### config.mk
export PLATFORM = sky130hd
export DESIGN_NAME = terminal_tx_mux
export DESIGN_NICKNAME = d
export VERILOG_FILES = /design/src/rtl/terminal_pkg.sv /design/src/rtl/message_reporter.sv /design/src/rtl/terminal_arbiter.sv /design/src/rtl/terminal_tx_mux.sv /design/src/rtl/tx_pacer.sv /design/src/rtl/value_reporter.sv
export SDC_FILE = /design/constraint.sdc
export NUM_CORES = 1
export LEC_CHECK = 0
export ABC_AREA = 0
export BUFFER_PORTS_ARGS = -buffer_cell sky130_fd_sc_hd__buf_2
export CAP_MARGIN = 20
export CORE_AREA = 2 2 151 153
export CTS_CLUSTER_SIZE = 40
export DETAILED_ROUTE_END_ITERATION = 16
export DIE_AREA = 0 0 153 155
export GPL_TIMING_DRIVEN = 0
export SETUP_SLACK_MARGIN = 0.2
export SLEW_MARGIN = 20
export SYNTH_ARGS = -nofsm -noshare
export SYNTH_HDL_FRONTEND = slang
export SYNTH_HIERARCHICAL = 1
export SYNTH_SLANG_ARGS = --single-unit
### constraint.sdc
create_clock -name clk -period 4.1 [get_ports clk]
set_input_delay 0.205 -clock clk [delete_from_list [all_inputs] [get_ports clk]]
set_output_delay 0.205 -clock clk [all_outputs]
set_load 0.05 [all_outputs]
### src/rtl/terminal_pkg.sv
package terminal_pkg;

        typedef logic [7:0] byte_t;

        typedef enum logic [1:0] {
                msg_init,
                msg_cpu_mode,
                msg_alu_mode
        } msg_id_t;

        // Start bit, eight data bits, stop bit
        localparam int FRAME_TICKS = 10;

        // Longest message, sizes the position counter
        localparam int MSG_MAX_LEN = 60;

        localparam byte_t CHAR_CR = 8'd13;
        localparam byte_t CHAR_LF = 8'd10;

        ////////////////////////////////////////////////////////////////////////////
        // Message text, first character in the top byte
        ////////////////////////////////////////////////////////////////////////////

        localparam logic [8*60-1:0] INIT_TEXT =
                "Hello EC551. My name is Minterminal. Please choose a mode:\r\n";

        localparam logic [8*30-1:0] CPU_MODE_TEXT = "Mode I: Instruction Entry   \r\n";

        localparam logic [8*30-1:0] ALU_MODE_TEXT = "Mode A: ALU Function        \r\n";

endpackage

### src/rtl/message_reporter.sv
`timescale 1ns/1ps

module message_reporter import terminal_pkg::*; (
        input  logic  clk,
        input  logic  rst_n,
        input  logic  init_req,
        input  logic  cpu_mode_req,
        input  logic  alu_mode_req,
        input  logic  advance,
        output logic  pending,
        output byte_t out_byte,
        output logic  last
);

        localparam int POS_W    = $clog2(MSG_MAX_LEN);
        localparam int INIT_LEN = $bits(INIT_TEXT) / 8;
        localparam int CPU_LEN  = $bits(CPU_MODE_TEXT) / 8;
        localparam int ALU_LEN  = $bits(ALU_MODE_TEXT) / 8;

        logic             pend_init_q;
        logic             pend_cpu_q;
        logic             pend_alu_q;
        logic [POS_W-1:0] pos_q;
        msg_id_t          cur_q;
        msg_id_t          sel;

        assign pending = pend_init_q | pend_cpu_q | pend_alu_q;

        // Pick a new message only between messages
        always_comb begin
                if (pos_q != '0) begin
                        sel = cur_q;
                end else if (pend_init_q) begin
                        sel = msg_init;
                end else if (pend_cpu_q) begin
                        sel = msg_cpu_mode;
                end else begin
                        sel = msg_alu_mode;
                end
        end

        ////////////////////////////////////////////////////////////////////////////
        // Character fetch
        ////////////////////////////////////////////////////////////////////////////

        always_comb begin
                case (sel)
                        msg_init: begin
                                out_byte = INIT_TEXT[8*(INIT_LEN-1-int'(pos_q)) +: 8];
                                last     = (pos_q == POS_W'(INIT_LEN - 1));
                        end
                        msg_cpu_mode: begin
                                out_byte = CPU_MODE_TEXT[8*(CPU_LEN-1-int'(pos_q)) +: 8];
                                last     = (pos_q == POS_W'(CPU_LEN - 1));
                        end
                        default: begin
                                out_byte = ALU_MODE_TEXT[8*(ALU_LEN-1-int'(pos_q)) +: 8];
                                last     = (pos_q == POS_W'(ALU_LEN - 1));
                        end
                endcase
        end

        always_ff @(posedge clk) begin
                if (!rst_n) begin
                        pend_init_q <= 1'b0;
                        pend_cpu_q  <= 1'b0;
                        pend_alu_q  <= 1'b0;
                        pos_q       <= '0;
                        cur_q       <= msg_init;
                end else begin
                        if (advance) begin
                                cur_q <= sel;
                                if (last) begin
                                        pos_q <= '0;
                                        case (sel)
                                                msg_init:     pend_init_q <= 1'b0;
                                                msg_cpu_mode: pend_cpu_q  <= 1'b0;
                                                default:      pend_alu_q  <= 1'b0;
                                        endcase
                                end else begin
                                        pos_q <= pos_q + 1'b1;
                                end
                        end
                        // New requests win over the clear
                        if (init_req) pend_init_q <= 1'b1;
                        if (cpu_mode_req) pend_cpu_q <= 1'b1;
                        if (alu_mode_req) pend_alu_q <= 1'b1;
                end
        end

endmodule

### src/rtl/terminal_arbiter.sv
`timescale 1ns/1ps

module terminal_arbiter import terminal_pkg::*; (
        input  logic  clk,
        input  logic  rst_n,
        input  logic  slot,
        input  logic  tx_busy,
        input  logic  newline_req,
        input  logic  kb_done,
        input  byte_t key_data,
        input  logic  pc_pending,
        input  logic  pc_last,
        input  logic  alu_pending,
        input  logic  alu_last,
        input  logic  msg_pending,
        input  logic  msg_last,
        input  byte_t pc_byte,
        input  byte_t alu_byte,
        input  byte_t msg_byte,
        output logic  pc_advance,
        output logic  alu_advance,
        output logic  msg_advance,
        output logic  tx_start,
        output byte_t tx_data
);

        typedef enum logic [2:0] {
                own_none,
                own_pc,
                own_alu,
                own_msg,
                own_nl,
                own_kb
        } owner_t;

        owner_t owner_q;
        owner_t cur_owner;
        logic   slot_open;
        logic   nl_pend;
        logic   kb_pend;
        byte_t  key_q;
        byte_t  cur_byte;
        logic   cur_last;
        logic   issue;

        ////////////////////////////////////////////////////////////////////////////
        // Owner selection, held until the last byte of a sequence
        ////////////////////////////////////////////////////////////////////////////

        always_comb begin
                cur_owner = owner_q;
                if (owner_q == own_none) begin
                        if (pc_pending)        cur_owner = own_pc;
                        else if (alu_pending)  cur_owner = own_alu;
                        else if (msg_pending)  cur_owner = own_msg;
                        else if (nl_pend)      cur_owner = own_nl;
                        else if (kb_pend)      cur_owner = own_kb;
                end
        end

        always_comb begin
                cur_byte = CHAR_LF;
                cur_last = 1'b1;   // Newline and key are single bytes
                case (cur_owner)
                        own_pc: begin
                                cur_byte = pc_byte;
                                cur_last = pc_last;
                        end
                        own_alu: begin
                                cur_byte = alu_byte;
                                cur_last = alu_last;
                        end
                        own_msg: begin
                                cur_byte = msg_byte;
                                cur_last = msg_last;
                        end
                        own_kb:  cur_byte = key_q;
                        default: cur_byte = CHAR_LF;
                endcase
        end

        assign issue       = slot_open && !tx_busy && (cur_owner != own_none);
        assign pc_advance  = issue && (cur_owner == own_pc);
        assign alu_advance = issue && (cur_owner == own_alu);
        assign msg_advance = issue && (cur_owner == own_msg);

        always_ff @(posedge clk) begin
                if (!rst_n) begin
                        owner_q   <= own_none;
                        slot_open <= 1'b0;
                        nl_pend   <= 1'b0;
                        kb_pend   <= 1'b0;
                        tx_start  <= 1'b0;
                end else begin
                        tx_start <= issue;
                        if (slot) slot_open <= 1'b1;
                        if (issue) begin
                                owner_q   <= cur_last ? own_none : cur_owner;
                                slot_open <= 1'b0;   // A slot arriving now is dropped
                                if (cur_owner == own_nl) nl_pend <= 1'b0;
                                if (cur_owner == own_kb) kb_pend <= 1'b0;
                        end
                        if (newline_req) nl_pend <= 1'b1;
                        if (kb_done) kb_pend <= 1'b1;
                end
        end

        always_ff @(posedge clk) begin
                if (issue) tx_data <= cur_byte;
                if (kb_done) key_q <= key_data;
        end

endmodule

### src/rtl/terminal_tx_mux.sv
`timescale 1ns/1ps

module terminal_tx_mux import terminal_pkg::*; #(
        parameter int CLK_FREQ_HZ = 100_000_000,
        parameter int BAUD_RATE   = 9600,
        parameter int PC_W        = 64,
        parameter int ALU_W       = 24
) (
        input  logic             clk,
        input  logic             rst_n,
        input  logic             pc_req,
        input  logic             alu_req,
        input  logic             init_req,
        input  logic             cpu_mode_req,
        input  logic             alu_mode_req,
        input  logic             newline_req,
        input  logic             kb_done,
        input  logic [PC_W-1:0]  pc,
        input  logic [ALU_W-1:0] alu_result,
        input  byte_t            key_data,
        input  logic             tx_busy,
        output logic             tx_start,
        output byte_t            tx_data
);

        logic  slot;
        logic  pc_pending, pc_last, pc_advance;
        logic  alu_pending, alu_last, alu_advance;
        logic  msg_pending, msg_last, msg_advance;
        byte_t pc_byte;
        byte_t alu_byte;
        byte_t msg_byte;

        tx_pacer #(
                .CLK_FREQ_HZ (CLK_FREQ_HZ),
                .BAUD_RATE   (BAUD_RATE)
        ) pacer (
                .clk   (clk),
                .rst_n (rst_n),
                .slot  (slot)
        );

        ////////////////////////////////////////////////////////////////////////////
        // Byte sources
        ////////////////////////////////////////////////////////////////////////////

        value_reporter #(.payload_t(logic [PC_W-1:0])) pc_reporter (
                .clk      (clk),
                .rst_n    (rst_n),
                .req      (pc_req),
                .value    (pc),
                .advance  (pc_advance),
                .pending  (pc_pending),
                .out_byte (pc_byte),
                .last     (pc_last)
        );

        value_reporter #(.payload_t(logic [ALU_W-1:0])) alu_reporter (
                .clk      (clk),
                .rst_n    (rst_n),
                .req      (alu_req),
                .value    (alu_result),
                .advance  (alu_advance),
                .pending  (alu_pending),
                .out_byte (alu_byte),
                .last     (alu_last)
        );

        message_reporter msg_reporter (
                .clk          (clk),
                .rst_n        (rst_n),
                .init_req     (init_req),
                .cpu_mode_req (cpu_mode_req),
                .alu_mode_req (alu_mode_req),
                .advance      (msg_advance),
                .pending      (msg_pending),
                .out_byte     (msg_byte),
                .last         (msg_last)
        );

        terminal_arbiter arbiter (
                .clk (clk), .rst_n (rst_n), .slot (slot), .tx_busy (tx_busy),
                .newline_req (newline_req), .kb_done (kb_done), .key_data (key_data),
                .pc_pending (pc_pending), .pc_last (pc_last),
                .alu_pending (alu_pending), .alu_last (alu_last),
                .msg_pending (msg_pending), .msg_last (msg_last),
                .pc_byte (pc_byte), .alu_byte (alu_byte), .msg_byte (msg_byte),
                .pc_advance (pc_advance), .alu_advance (alu_advance),
                .msg_advance (msg_advance), .tx_start (tx_start), .tx_data (tx_data)
        );

endmodule

### src/rtl/tx_pacer.sv
`timescale 1ns/1ps

module tx_pacer import terminal_pkg::*; #(
        parameter int CLK_FREQ_HZ = 100_000_000,
        parameter int BAUD_RATE   = 9600
) (
        input  logic clk,
        input  logic rst_n,
        output logic slot
);

        localparam int ACC_W   = $clog2(CLK_FREQ_HZ + BAUD_RATE);
        localparam int FRAME_W = $clog2(FRAME_TICKS);

        logic [ACC_W-1:0]   acc_q;
        logic [ACC_W-1:0]   acc_sum;
        logic               baud_tick;
        logic [FRAME_W-1:0] frame_cnt_q;

        // Phase accumulator, wraps at the clock rate
        assign acc_sum   = acc_q + ACC_W'(BAUD_RATE);
        assign baud_tick = (acc_sum >= ACC_W'(CLK_FREQ_HZ));

        always_ff @(posedge clk) begin
                if (!rst_n) begin
                        acc_q       <= '0;
                        frame_cnt_q <= '0;
                        slot        <= 1'b0;
                end else begin
                        slot <= 1'b0;
                        if (baud_tick) begin
                                acc_q <= acc_sum - ACC_W'(CLK_FREQ_HZ);
                                if (frame_cnt_q == FRAME_W'(FRAME_TICKS - 1)) begin
                                        frame_cnt_q <= '0;
                                        slot        <= 1'b1;   // One byte per frame
                                end else begin
                                        frame_cnt_q <= frame_cnt_q + 1'b1;
                                end
                        end else begin
                                acc_q <= acc_sum;
                        end
                end
        end

endmodule

### src/rtl/value_reporter.sv
`timescale 1ns/1ps

module value_reporter import terminal_pkg::*; #(
        parameter type payload_t = logic [15:0]
) (
        input  logic     clk,
        input  logic     rst_n,
        input  logic     req,
        input  payload_t value,
        input  logic     advance,
        output logic     pending,
        output byte_t    out_byte,
        output logic     last
);

        localparam int PAYLOAD_W = $bits(payload_t);
        localparam int NBYTES    = PAYLOAD_W / 8;
        localparam int IDX_W     = $clog2(NBYTES + 2);

        logic [PAYLOAD_W-1:0] shift_q;   // Top byte is the one on offer
        logic [IDX_W-1:0]     idx_q;

        ////////////////////////////////////////////////////////////////////////////
        // Byte sequence control
        ////////////////////////////////////////////////////////////////////////////

        always_ff @(posedge clk) begin
                if (!rst_n) begin
                        pending <= 1'b0;
                        idx_q   <= '0;
                end else if (req) begin
                        pending <= 1'b1;
                        idx_q   <= '0;
                end else if (advance) begin
                        if (last) begin
                                pending <= 1'b0;
                                idx_q   <= '0;
                        end else begin
                                idx_q <= idx_q + 1'b1;
                        end
                end
        end

        always_ff @(posedge clk) begin
                if (req) begin
                        shift_q <= value;
                end else if (advance) begin
                        shift_q <= shift_q << 8;
                end
        end

        always_comb begin
                if (idx_q < IDX_W'(NBYTES)) begin
                        out_byte = shift_q[PAYLOAD_W-1 -: 8];
                end else if (idx_q == IDX_W'(NBYTES)) begin
                        out_byte = CHAR_CR;
                end else begin
                        out_byte = CHAR_LF;
                end
        end

        assign last = (idx_q == IDX_W'(NBYTES + 1));   // LF closes the report

endmodule

Word-level counts from Yosys, hierarchy flattened
Cells that the tools add are included.
{"block": "totals", "inputBits": 106, "mem_count": 0, "latch_bits": 0, "register_bits": 163, "ramBits": 0, "out_inout_bits": 9, "romBits": 0}
{"block": "classes", "multipliers": 0, "shifts": 3, "div_mod_pow": 0, "order_cmp": 3, "n_addsub": 8, "bitwise": 3, "n_reduce_logical": 38, "n_mux": 52, "eq_ne": 14}
{"operator": "variable part select 240 x 32 -> 8 bit, first input constant", "count": 2}
{"operator": "variable part select 480 x 32 -> 8 bit, first input constant", "count": 1}
{"operator": "two-way mux 64 bit", "count": 2}
{"operator": "two-way mux 24 bit", "count": 2}
{"operator": "case mux 8 bit (4 select lines)", "count": 1}
{"operator": "nonzero test 2 bit", "count": 16}
{"operator": "two-way mux 3 bit", "count": 10}
{"operator": "adder 27 x 14 -> 27 bit, second input constant", "count": 1}
{"operator": "greater-or-equal comparator 27 bit, second input constant", "count": 1}
{"operator": "two-way mux 27 bit", "count": 1}
{"operator": "subtractor 27 bit, second input constant", "count": 1}
{"operator": "two-way mux 1 bit", "count": 26}
{"operator": "two-way mux 8 bit", "count": 2}
{"operator": "case mux 8 bit (2 select lines)", "count": 1}
{"operator": "== test 4 bit, second input constant", "count": 3}
{"operator": "AND reduction 2 bit", "count": 5}
{"operator": "== test 3 x 2 -> 1 bit, second input constant", "count": 3}
{"operator": "== test 3 bit, second input constant", "count": 3}
{"operator": "AND reduction 3 bit", "count": 3}
{"operator": "adder 4 x 1 -> 4 bit, second input constant", "count": 2}
{"operator": "two-way mux 4 bit", "count": 2}
{"operator": "OR reduction 2 bit", "count": 4}
{"operator": "subtractor 5 x 6 -> 7 bit, first input constant", "count": 1}
{"operator": "subtractor 6 x 6 -> 7 bit, first input constant", "count": 1}
{"operator": "20 further kinds", "count": 27}

Depth between registers and ports, before layout
Gate-level depths: netlist (run 1).
{"block": "logic_depth", "depth_word": 11, "ltp_mapped": 15}

Hierarchy
Netlist (run 1), hierarchy kept.
{"module": "value_reporter (pc_reporter)", "area_each_um2": 3000.4, "cells_per_inst": 176, "n_inst": 1}
{"module": "message_reporter", "area_each_um2": 2180.8, "cells_per_inst": 320, "n_inst": 1}
{"module": "tx_pacer", "area_each_um2": 2026.9, "cells_per_inst": 246, "n_inst": 1}
{"module": "value_reporter (alu_reporter)", "area_each_um2": 1326.3, "cells_per_inst": 90, "n_inst": 1}
{"module": "terminal_arbiter", "area_each_um2": 1208.7, "cells_per_inst": 107, "n_inst": 1}

Worst setup path before layout (run 1)
No wires, ideal clock.
{"block": "synth_path", "kind": "register to register", "from": "register msg_reporter.pos_q[2]", "to": "register arbiter.tx_data[1], data pin", "stages_incl_launch_ff": 14, "period_less_slack_ns": 3.288, "setup_ns": 0.262, "t_arrival_ns": 3.026, "path_buffers": 3, "setup_slack_ns": 0.812, "path_cell_list": "dfxtp_1 buf_2 inv_1 clkbuf_1 ha_1 nor4bb_4 buf_6 mux2_4 nor2_2 nor4_1 o311a_1 or4_1 a21oi_1 o22ai_1"}
{"block": "synth_via", "elab_chain_cells": 5, "elab_cells_between_ends": 11, "classes_between": "add/sub: 2; eq/ne: 1; shift: 3; mux: 3; reduce/logical: 2"}
{"element": "from (decl)", "line_no": "message_reporter.sv:23", "source": "logic [POS_W-1:0] pos_q;"}
{"element": "from (signal assigned)", "line_no": "message_reporter.sv:81", "source": "pos_q <= pos_q + 1'b1;"}
{"element": "branches (longest 3 deep; another with subtractor 6 x 6 -> 7 bit)"}
{"element": "case mux 8 bit (2 select lines) (*)", "line_no": "message_reporter.sv:47", "source": "case (sel)"}
{"element": "via msg_byte[1]", "line_no": "terminal_tx_mux.sv:32", "source": "byte_t msg_byte;"}
{"element": "case mux 8 bit (4 select lines) (*)", "line_no": "terminal_arbiter.sv:64", "source": "case (cur_owner)"}
{"element": "via arbiter.cur_byte[1]", "line_no": "terminal_arbiter.sv:42", "source": "byte_t cur_byte;"}
{"element": "to (signal assigned)", "line_no": "terminal_arbiter.sv:109", "source": "if (issue) tx_data <= cur_byte;"}
{"element": "to (decl)", "line_no": "terminal_arbiter.sv:24", "source": "output byte_t tx_data"}
Mark *: on every way through the listed nets, which the timed path passes.
A chain may end at the register's enable or synchronous reset.

Final worst setup path (run 1)
Same ends and word-level chain as after synthesis.

==> qor.csv, run 1 <==
metric,value,unit
Synth Area in Simple Gates,17.3,%
ANT nets after route,0,
clock root buffer,clkbuf_16,
Max VDD drop,0.000200,V
Crit path largest cell delay,0.47,ns
Layout fillers,2044,
Final Wtd Congestion,0.906,
total setup buffers inserted after CTS,0,
worst slew pin tran,0.798,ns
share of cells above drive strength 1,28.9,%
TritonCTS clock tree,built,
max cap viols,0,
ys flop type,edfxtp_1,
xor/xnor share of the synthesized area,3.26,%
Slew headroom,45.4,%
critical path launch point type,flip-flop,
All-Layer GR Usage,20.2,%
WL per Instance,17.5,microns
CTS Sinks,156,
first drt pass iteration count,5,
Final Setup Violations,0,
"Slew Viols, Final",0,
library cells used by synthesis,101,
Hold Slack,0.0348,ns
r2r setup slk,0.41,ns
clock skew,0.0183,ns
Ys Warns,6,
slowest cell on the critical path,or4_1,
dpl cell area,0.0107,sq mm
Die H,155,microns
vias per cell,5.68,
DRC,0,
Worst EP arrival,3.85,ns
final net count,1201,
crit-path leading delay family,simple AND/OR/NAND/NOR gates,
post-route cell area,0.0114,sq mm
Clock Tree Buf Depth,2,
sequential cell area,0.00416,sq mm
Skew-Pair Late Insertion Delay,0.43,ns
Die Footprint,0.0237,sq mm
Post-Synth Adder-Cell Area,2.16,%
Non-Filler Instances,1380,
DRT iter0 DRCs,457,
RSZ-0062 raised after global routing,no,
global route total overflow,0,
Final Hold Fails,0,
via count,7845,
final period utilization,90.1,%
Post-synth EDFFs,104,
multi-input logic area,0.00508,sq mm
setup ws final,0.405,ns
first-pass GRT wire length,38800,microns
Mapped Cells,939,
Pwr Density,341,mW/mm^2
vias in the first global route,7470,
CP Class,flip-flop to flip-flop,
post-placement worst setup slack,-0.0551,ns
io pins,115,
drt total wl,24100,microns
outcome,"complete, no violations",
CTS Buf Count,17,
Port Buffers,112,
Die Wd,153,microns
Placed Cells,1337,
syn nets,1061,
crit path time final,3.69,ns
multiplexer share of the synthesized area,12.1,%
cell area after synthesis,0.00974,sq mm
worst path cell trace,buf_2 > inv_1 > clkbuf_2 > ha_1 > nor4bb_4 > buf_6 > mux2_4 > nor2_2 > nor4_1 > o311a_1 > or4_1 > a21oi_1 > o22ai_1,
"Avg Cell Area, Syn",10.4,sq um
"CTS clk-pin slew, worst paths",0.07,ns
largest family of logic cells by synthesized area,simple AND/OR/NAND/NOR gates,
Bufs and invs on worst path,4,
Final Util,51.3,%
asr flop ratio synth,0,%
H-tree levels,4,
Tightest Hold Check Type,input port to flip-flop,
"Seq/Total Area, Yosys",42.7,%
placed wire-length estimate,17400,microns
required time worst endpoint,4.26,ns
CP endpoint kind,flip-flop,
P&R area growth vs syn,17.0,%
row count,55,
largest net degree at the start of global routing,43,
antenna violations before repair,6,
Synth Area in Compound Gates,17.2,%
Static Leak,4.43,nW
core area,0.0222,sq mm
Initial Utilization,43.8,%
fmax,271,MHz
worst-path maximum fanout,11,
Seq cells post-synth,156,
-- through the flow --
stage	setup TNS [ns]	total power [mW]
after CTS	0	3.94
after global placement	-0.0334	2.32
final	0	3.89
after global routing	0	4.06
after floorplan	0	2.18
after detailed placement	-0.0551	2.33
-- timing repair --
item                       in CTS  in global routing
setup endpoints to repair       5                  6
gates resized for setup         2                 12
hold buffers                    8                  0
hold endpoints to repair        8                  0
-- synth_stat cells, types with 6 or more instances --
cell type  instances  share of area (%)
edfxtp_1         104                 32
nor2_1            64                2.5
nand2_1           62                2.4
mux2_2            54                6.2
dfxtp_1           52                 11
o21ai_0           38                2.0
a21oi_1           32                1.6
nand3_1           31                1.6
and2_1            28                1.8
mux2i_1           26                2.7
nor3_1            24                1.2
buf_2             22                1.1
inv_1             22               0.85
a31oi_1           20                1.3
mux2_4            20                3.1
nor2b_1           18                1.2
clkbuf_1          17               0.65
ha_1              16                2.1
nand2b_1          16                1.0
xnor2_1           16                1.4
o22ai_1           15               0.96
xor2_1            14                1.3
nand4_1           12               0.77
buf_6             11                1.3
or2_2             10               0.64
a211oi_1           8               0.62
a21o_1             8               0.62
buf_4              8               0.62
o21a_1             8               0.62
or3_1              8               0.51
nor4_1             7               0.45
a211o_1            6               0.54
-- final timing paths --
kind / from / end / cells after the start
worst max-delay path: msg_reporter/pos_q[2]$_SDFFE_PN0P_ / arbiter/tx_data[1]$_DFFE_PP_ / 13
worst min register to register: pacer/slot$_SDFF_PN0_ / arbiter/slot_open$_SDFFE_PP0P_ / 1
worst max register to register: msg_reporter/pos_q[2]$_SDFFE_PN0P_ / arbiter/tx_data[1]$_DFFE_PP_ / 13
worst min-delay path: init_req / msg_reporter/pend_init_q$_SDFFE_PN0P_ / 2
-- cell families after synthesis --
family,after synthesis
compound gates,226
xor+xnor,33
fa+ha+maj,17
buf+inv,90
flops,156
mux,101
other cells,1
simple gates,315
-- placed cells by master, fill, tap and decap left out, types with 18 or more instances in the layout --
master    instances
inv_1            22
a31oi_1          20
nor2_1           64
o21ai_0          38
nor3_1           24
mux2i_1          25
nor2b_1          18
a21oi_1          32
dfxtp_1          52
edfxtp_1        104
buf_2           134
mux2_2           54
and2_1           28
nand3_1          31
nand2_1          62
mux2_4           20
-- layout make-up --
class	instances	area share [%]
Tap cell	285	3.13
Timing Repair Buffer	121	5.80
Clock buffer	17	3.73
Sequential cell	156	36.5
Clock inverter	15	1.56
Inverter	24	0.791
Antenna cell	3	0.0659
Buffer	66	3.77
Multi-Input combinational cell	693	44.6
-- report_power, final --
group | internal, mW | total (mW) | switching [mW]
clock network | 0.831 | 1.59 | 0.757
registers | 1.78 | 1.81 | 0.0313
logic | 0.235 | 0.491 | 0.256
total | 2.85 | 3.89 | 1.04
-- metal layers --
| metal | GRT usage [%] | wire (microns) | up-vias |
|---|---|---|---|
| met4 | 6.48 | 421 | 2 |
| met5 | 0 | 14 | - |
| met3 | 5.26 | 1630 | 31 |
| met2 | 32.8 | 11300 | 253 |
| li1 | - | - | 3815 |
| met1 | 26.4 | 10800 | 3744 |
-- sequential cells by signal, indices dropped and copies added, names as in the netlist --
name,flops
pacer/acc_q,20
pacer/frame_cnt_q,4
arbiter/nl_pend,1
pc_reporter/idx_q,4
alu_reporter/idx_q,3
msg_reporter/cur_q,2
arbiter/tx_data,8
arbiter/key_q,8
arbiter/owner_q,3
arbiter/tx_start,1
pacer/slot,1
pc_reporter/shift_q,64
msg_reporter/pend_cpu_q,1
alu_reporter/shift_q,24
msg_reporter/pos_q,6
msg_reporter/pend_init_q,1
arbiter/kb_pend,1
alu_reporter/pending,1
pc_reporter/pending,1
msg_reporter/pend_alu_q,1
arbiter/slot_open,1
Power figures use the tool's default switching activity.
==> run 2, diff against run 1 <==
clock period = 4.2 ns   (was 4.1 ns; I/O delays follow)
==> run 2 against run 1 <==
Effect of this change:
- global-route usage did not move
- fmax is 1.7% lower
- total power fell by 2.4%
- combinational power down 2%
- via count decreased by 0.28%
- core utilization is essentially flat
- critical path depth down 1
==> qor.csv, run 2 (synthesized netlist as in run 1, its figures left out) <==
metric,value,unit,change
Final Wtd Congestion,0.906,,unchanged
vias in the first global route,7470,,unchanged
first drt pass iteration count,5,,unchanged
WP depth,12,,-1
dpl cell area,0.0107,sq mm,unchanged
CTS Buf Count,17,,unchanged
crit path time final,3.76,ns,+0.0635 ns
worst slew pin tran,0.774,ns,-0.0239 ns
Clock Tree Buf Depth,2,,unchanged
"CTS clk-pin slew, worst paths",0.07,ns,about the same
Bufs and invs on worst path,3,,-1
setup ws final,0.442,ns,+0.0365 ns
final period utilization,89.5,%,-0.63 points
Non-Filler Instances,1380,,unchanged
Final Util,51.3,%,about the same
Final Setup Violations,0,,unchanged
Slew headroom,47.1,%,+1.6 points
Reg with most FFs,pc_reporter/shift_q,,
Tightest Hold Check Type,input port to flip-flop,,
TNS Setup,0,ns,unchanged
DRC,0,,unchanged
core area,0.0222,sq mm,unchanged
DRT iter0 DRCs,454,,-0.66%
"Slew Viols, Final",0,,unchanged
slowest cell on the critical path,clkbuf_1,,
Die Wd,153,microns,unchanged
Placed Cells,1337,,unchanged
Die H,155,microns,unchanged
Static Leak,4.43,nW,about the same
fmax,266,MHz,-1.7%
hold depth,2,,unchanged
share of cells above drive strength 1,28.8,%,-0.092 points
CP Class,flip-flop to flip-flop,,
io pins,115,,unchanged
vias per cell,5.67,,-0.28%
clock root buffer,clkbuf_16,,
global route total overflow,0,,unchanged
Final Hold Fails,0,,unchanged
Worst EP arrival,3.92,ns,+0.07 ns
max cap viols,0,,unchanged
Hold Path Origin,init_req,,
Layout fillers,2042,,-0.098%
ANT nets after route,0,,unchanged
Crit path largest cell delay,0.49,ns,+0.02 ns
final net count,1201,,unchanged
Pwr Density,333,mW/mm^2,-2.3%
Skew-Pair Late Insertion Delay,0.43,ns,about the same
"commonest non-fill, non-tap cell in the layout",buf_2,,
drt total wl,24200,microns,about the same
critical path launch point type,flip-flop,,
post-route cell area,0.0114,sq mm,about the same
antenna violations before repair,6,,unchanged
placed wire-length estimate,17400,microns,unchanged
CP endpoint kind,flip-flop,,
RSZ-0062 raised after global routing,no,,
Worst R2R Path Depth,12,,-1
biggest regs,"pc_reporter/shift_q (64), alu_reporter/shift_q (24), pacer/acc_q (20)",,
total chip power,3.80,mW,-2.4%
clock skew,0.0183,ns,-0.000000600 ns
largest net degree at the start of global routing,43,,unchanged
post-placement worst setup slack,0.0449,ns,+0.100 ns
R2R Path Start,msg_reporter/pos_q[0]$_SDFFE_PN0P_,,
outcome,"complete, no violations",,
worst-path maximum fanout,10,,-1
Initial Utilization,43.8,%,unchanged
P&R area growth vs syn,16.9,%,about the same
Die Footprint,0.0237,sq mm,unchanged
max reg flops,64,,unchanged
total setup buffers inserted after CTS,0,,unchanged
Max VDD drop,0.000195,V,-2.4%
row count,55,,unchanged
worst path cell trace,inv_1 > clkbuf_1 > ha_1 > nor4bb_4 > buf_6 > mux2_4 > nor2_2 > nor4_1 > o311a_1 > or4_1 > a21oi_1 > o22ai_1,,
Crit. Startpoint,msg_reporter/pos_q[0]$_SDFFE_PN0P_,,
via count,7823,,-0.28%
WL per Instance,17.5,microns,about the same
Hold Slack,0.0399,ns,+0.00508 ns
"commonest non-fill, non-tap cells in the layout","buf_2 (134), edfxtp_1 (104), nor2_1 (64), nand2_1 (62), mux2_2 (54)",,
H-tree levels,4,,unchanged
All-Layer GR Usage,20.2,%,unchanged
required time worst endpoint,4.36,ns,+0.10 ns
first-pass GRT wire length,38800,microns,unchanged
TritonCTS clock tree,built,,
Port Buffers,112,,unchanged
CTS Sinks,156,,unchanged
crit-path leading delay family,buffers and inverters,,
==> run 2: cell counts in the layout (fill, tap and decap cells not counted) <==
Identical to the previous run, type by type.
==> run 2: report_power, final <==
| part | internal, mW | total (mW) | switching, mW | leakage, nW |
|---|---|---|---|---|
| Sequential | 1.74 | 1.77 | 0.0305 | 1.44 |
| Combinational | 0.229 | 0.480 | 0.250 | 2.70 |
| Clock | 0.811 | 1.55 | 0.740 | 0.293 |
==> run 2: final cells by class <==
type	count	area [sq um]	share of cell area [%]
antenna	3	7.51	0.0659
buffer	66	428	3.76
clock buffer	17	425	3.73
clock inverter	15	178	1.56
inverter	24	90.1	0.791
multi-input combinational	693	5080	44.6
sequential	156	4160	36.5
tap	285	357	3.13
timing repair buffer	121	661	5.80
==> run 2: final timing paths <==
path,to,slack (ns)
max,arbiter/tx_data[1]$_DFFE_PP_,0.44
min,msg_reporter/pend_init_q$_SDFFE_PN0P_,0.04
max reg2reg,arbiter/tx_data[1]$_DFFE_PP_,0.44
min reg2reg,arbiter/slot_open$_SDFFE_PP0P_,0.48
==> run 2: layer usage <==
| layer | vias to the layer above | track usage [%] | wire length [microns] |
|---|---|---|---|
| li1 | 3817 | - | - |
| met1 | 3723 | 26.4 | 10700 |
| met2 | 251 | 32.8 | 11400 |
| met3 | 30 | 5.26 | 1630 |
| met4 | 2 | 6.48 | 398 |
| met5 | - | 0 | 14 |
==> run 2: what timing repair did <==
action                                  in CTS  in global routing
cloned                                       0                  0
hold buffers                                 8                  0
resized for setup                            1                 12
endpoints found under the hold margin        8                  0
endpoints found under the setup margin       2                  6
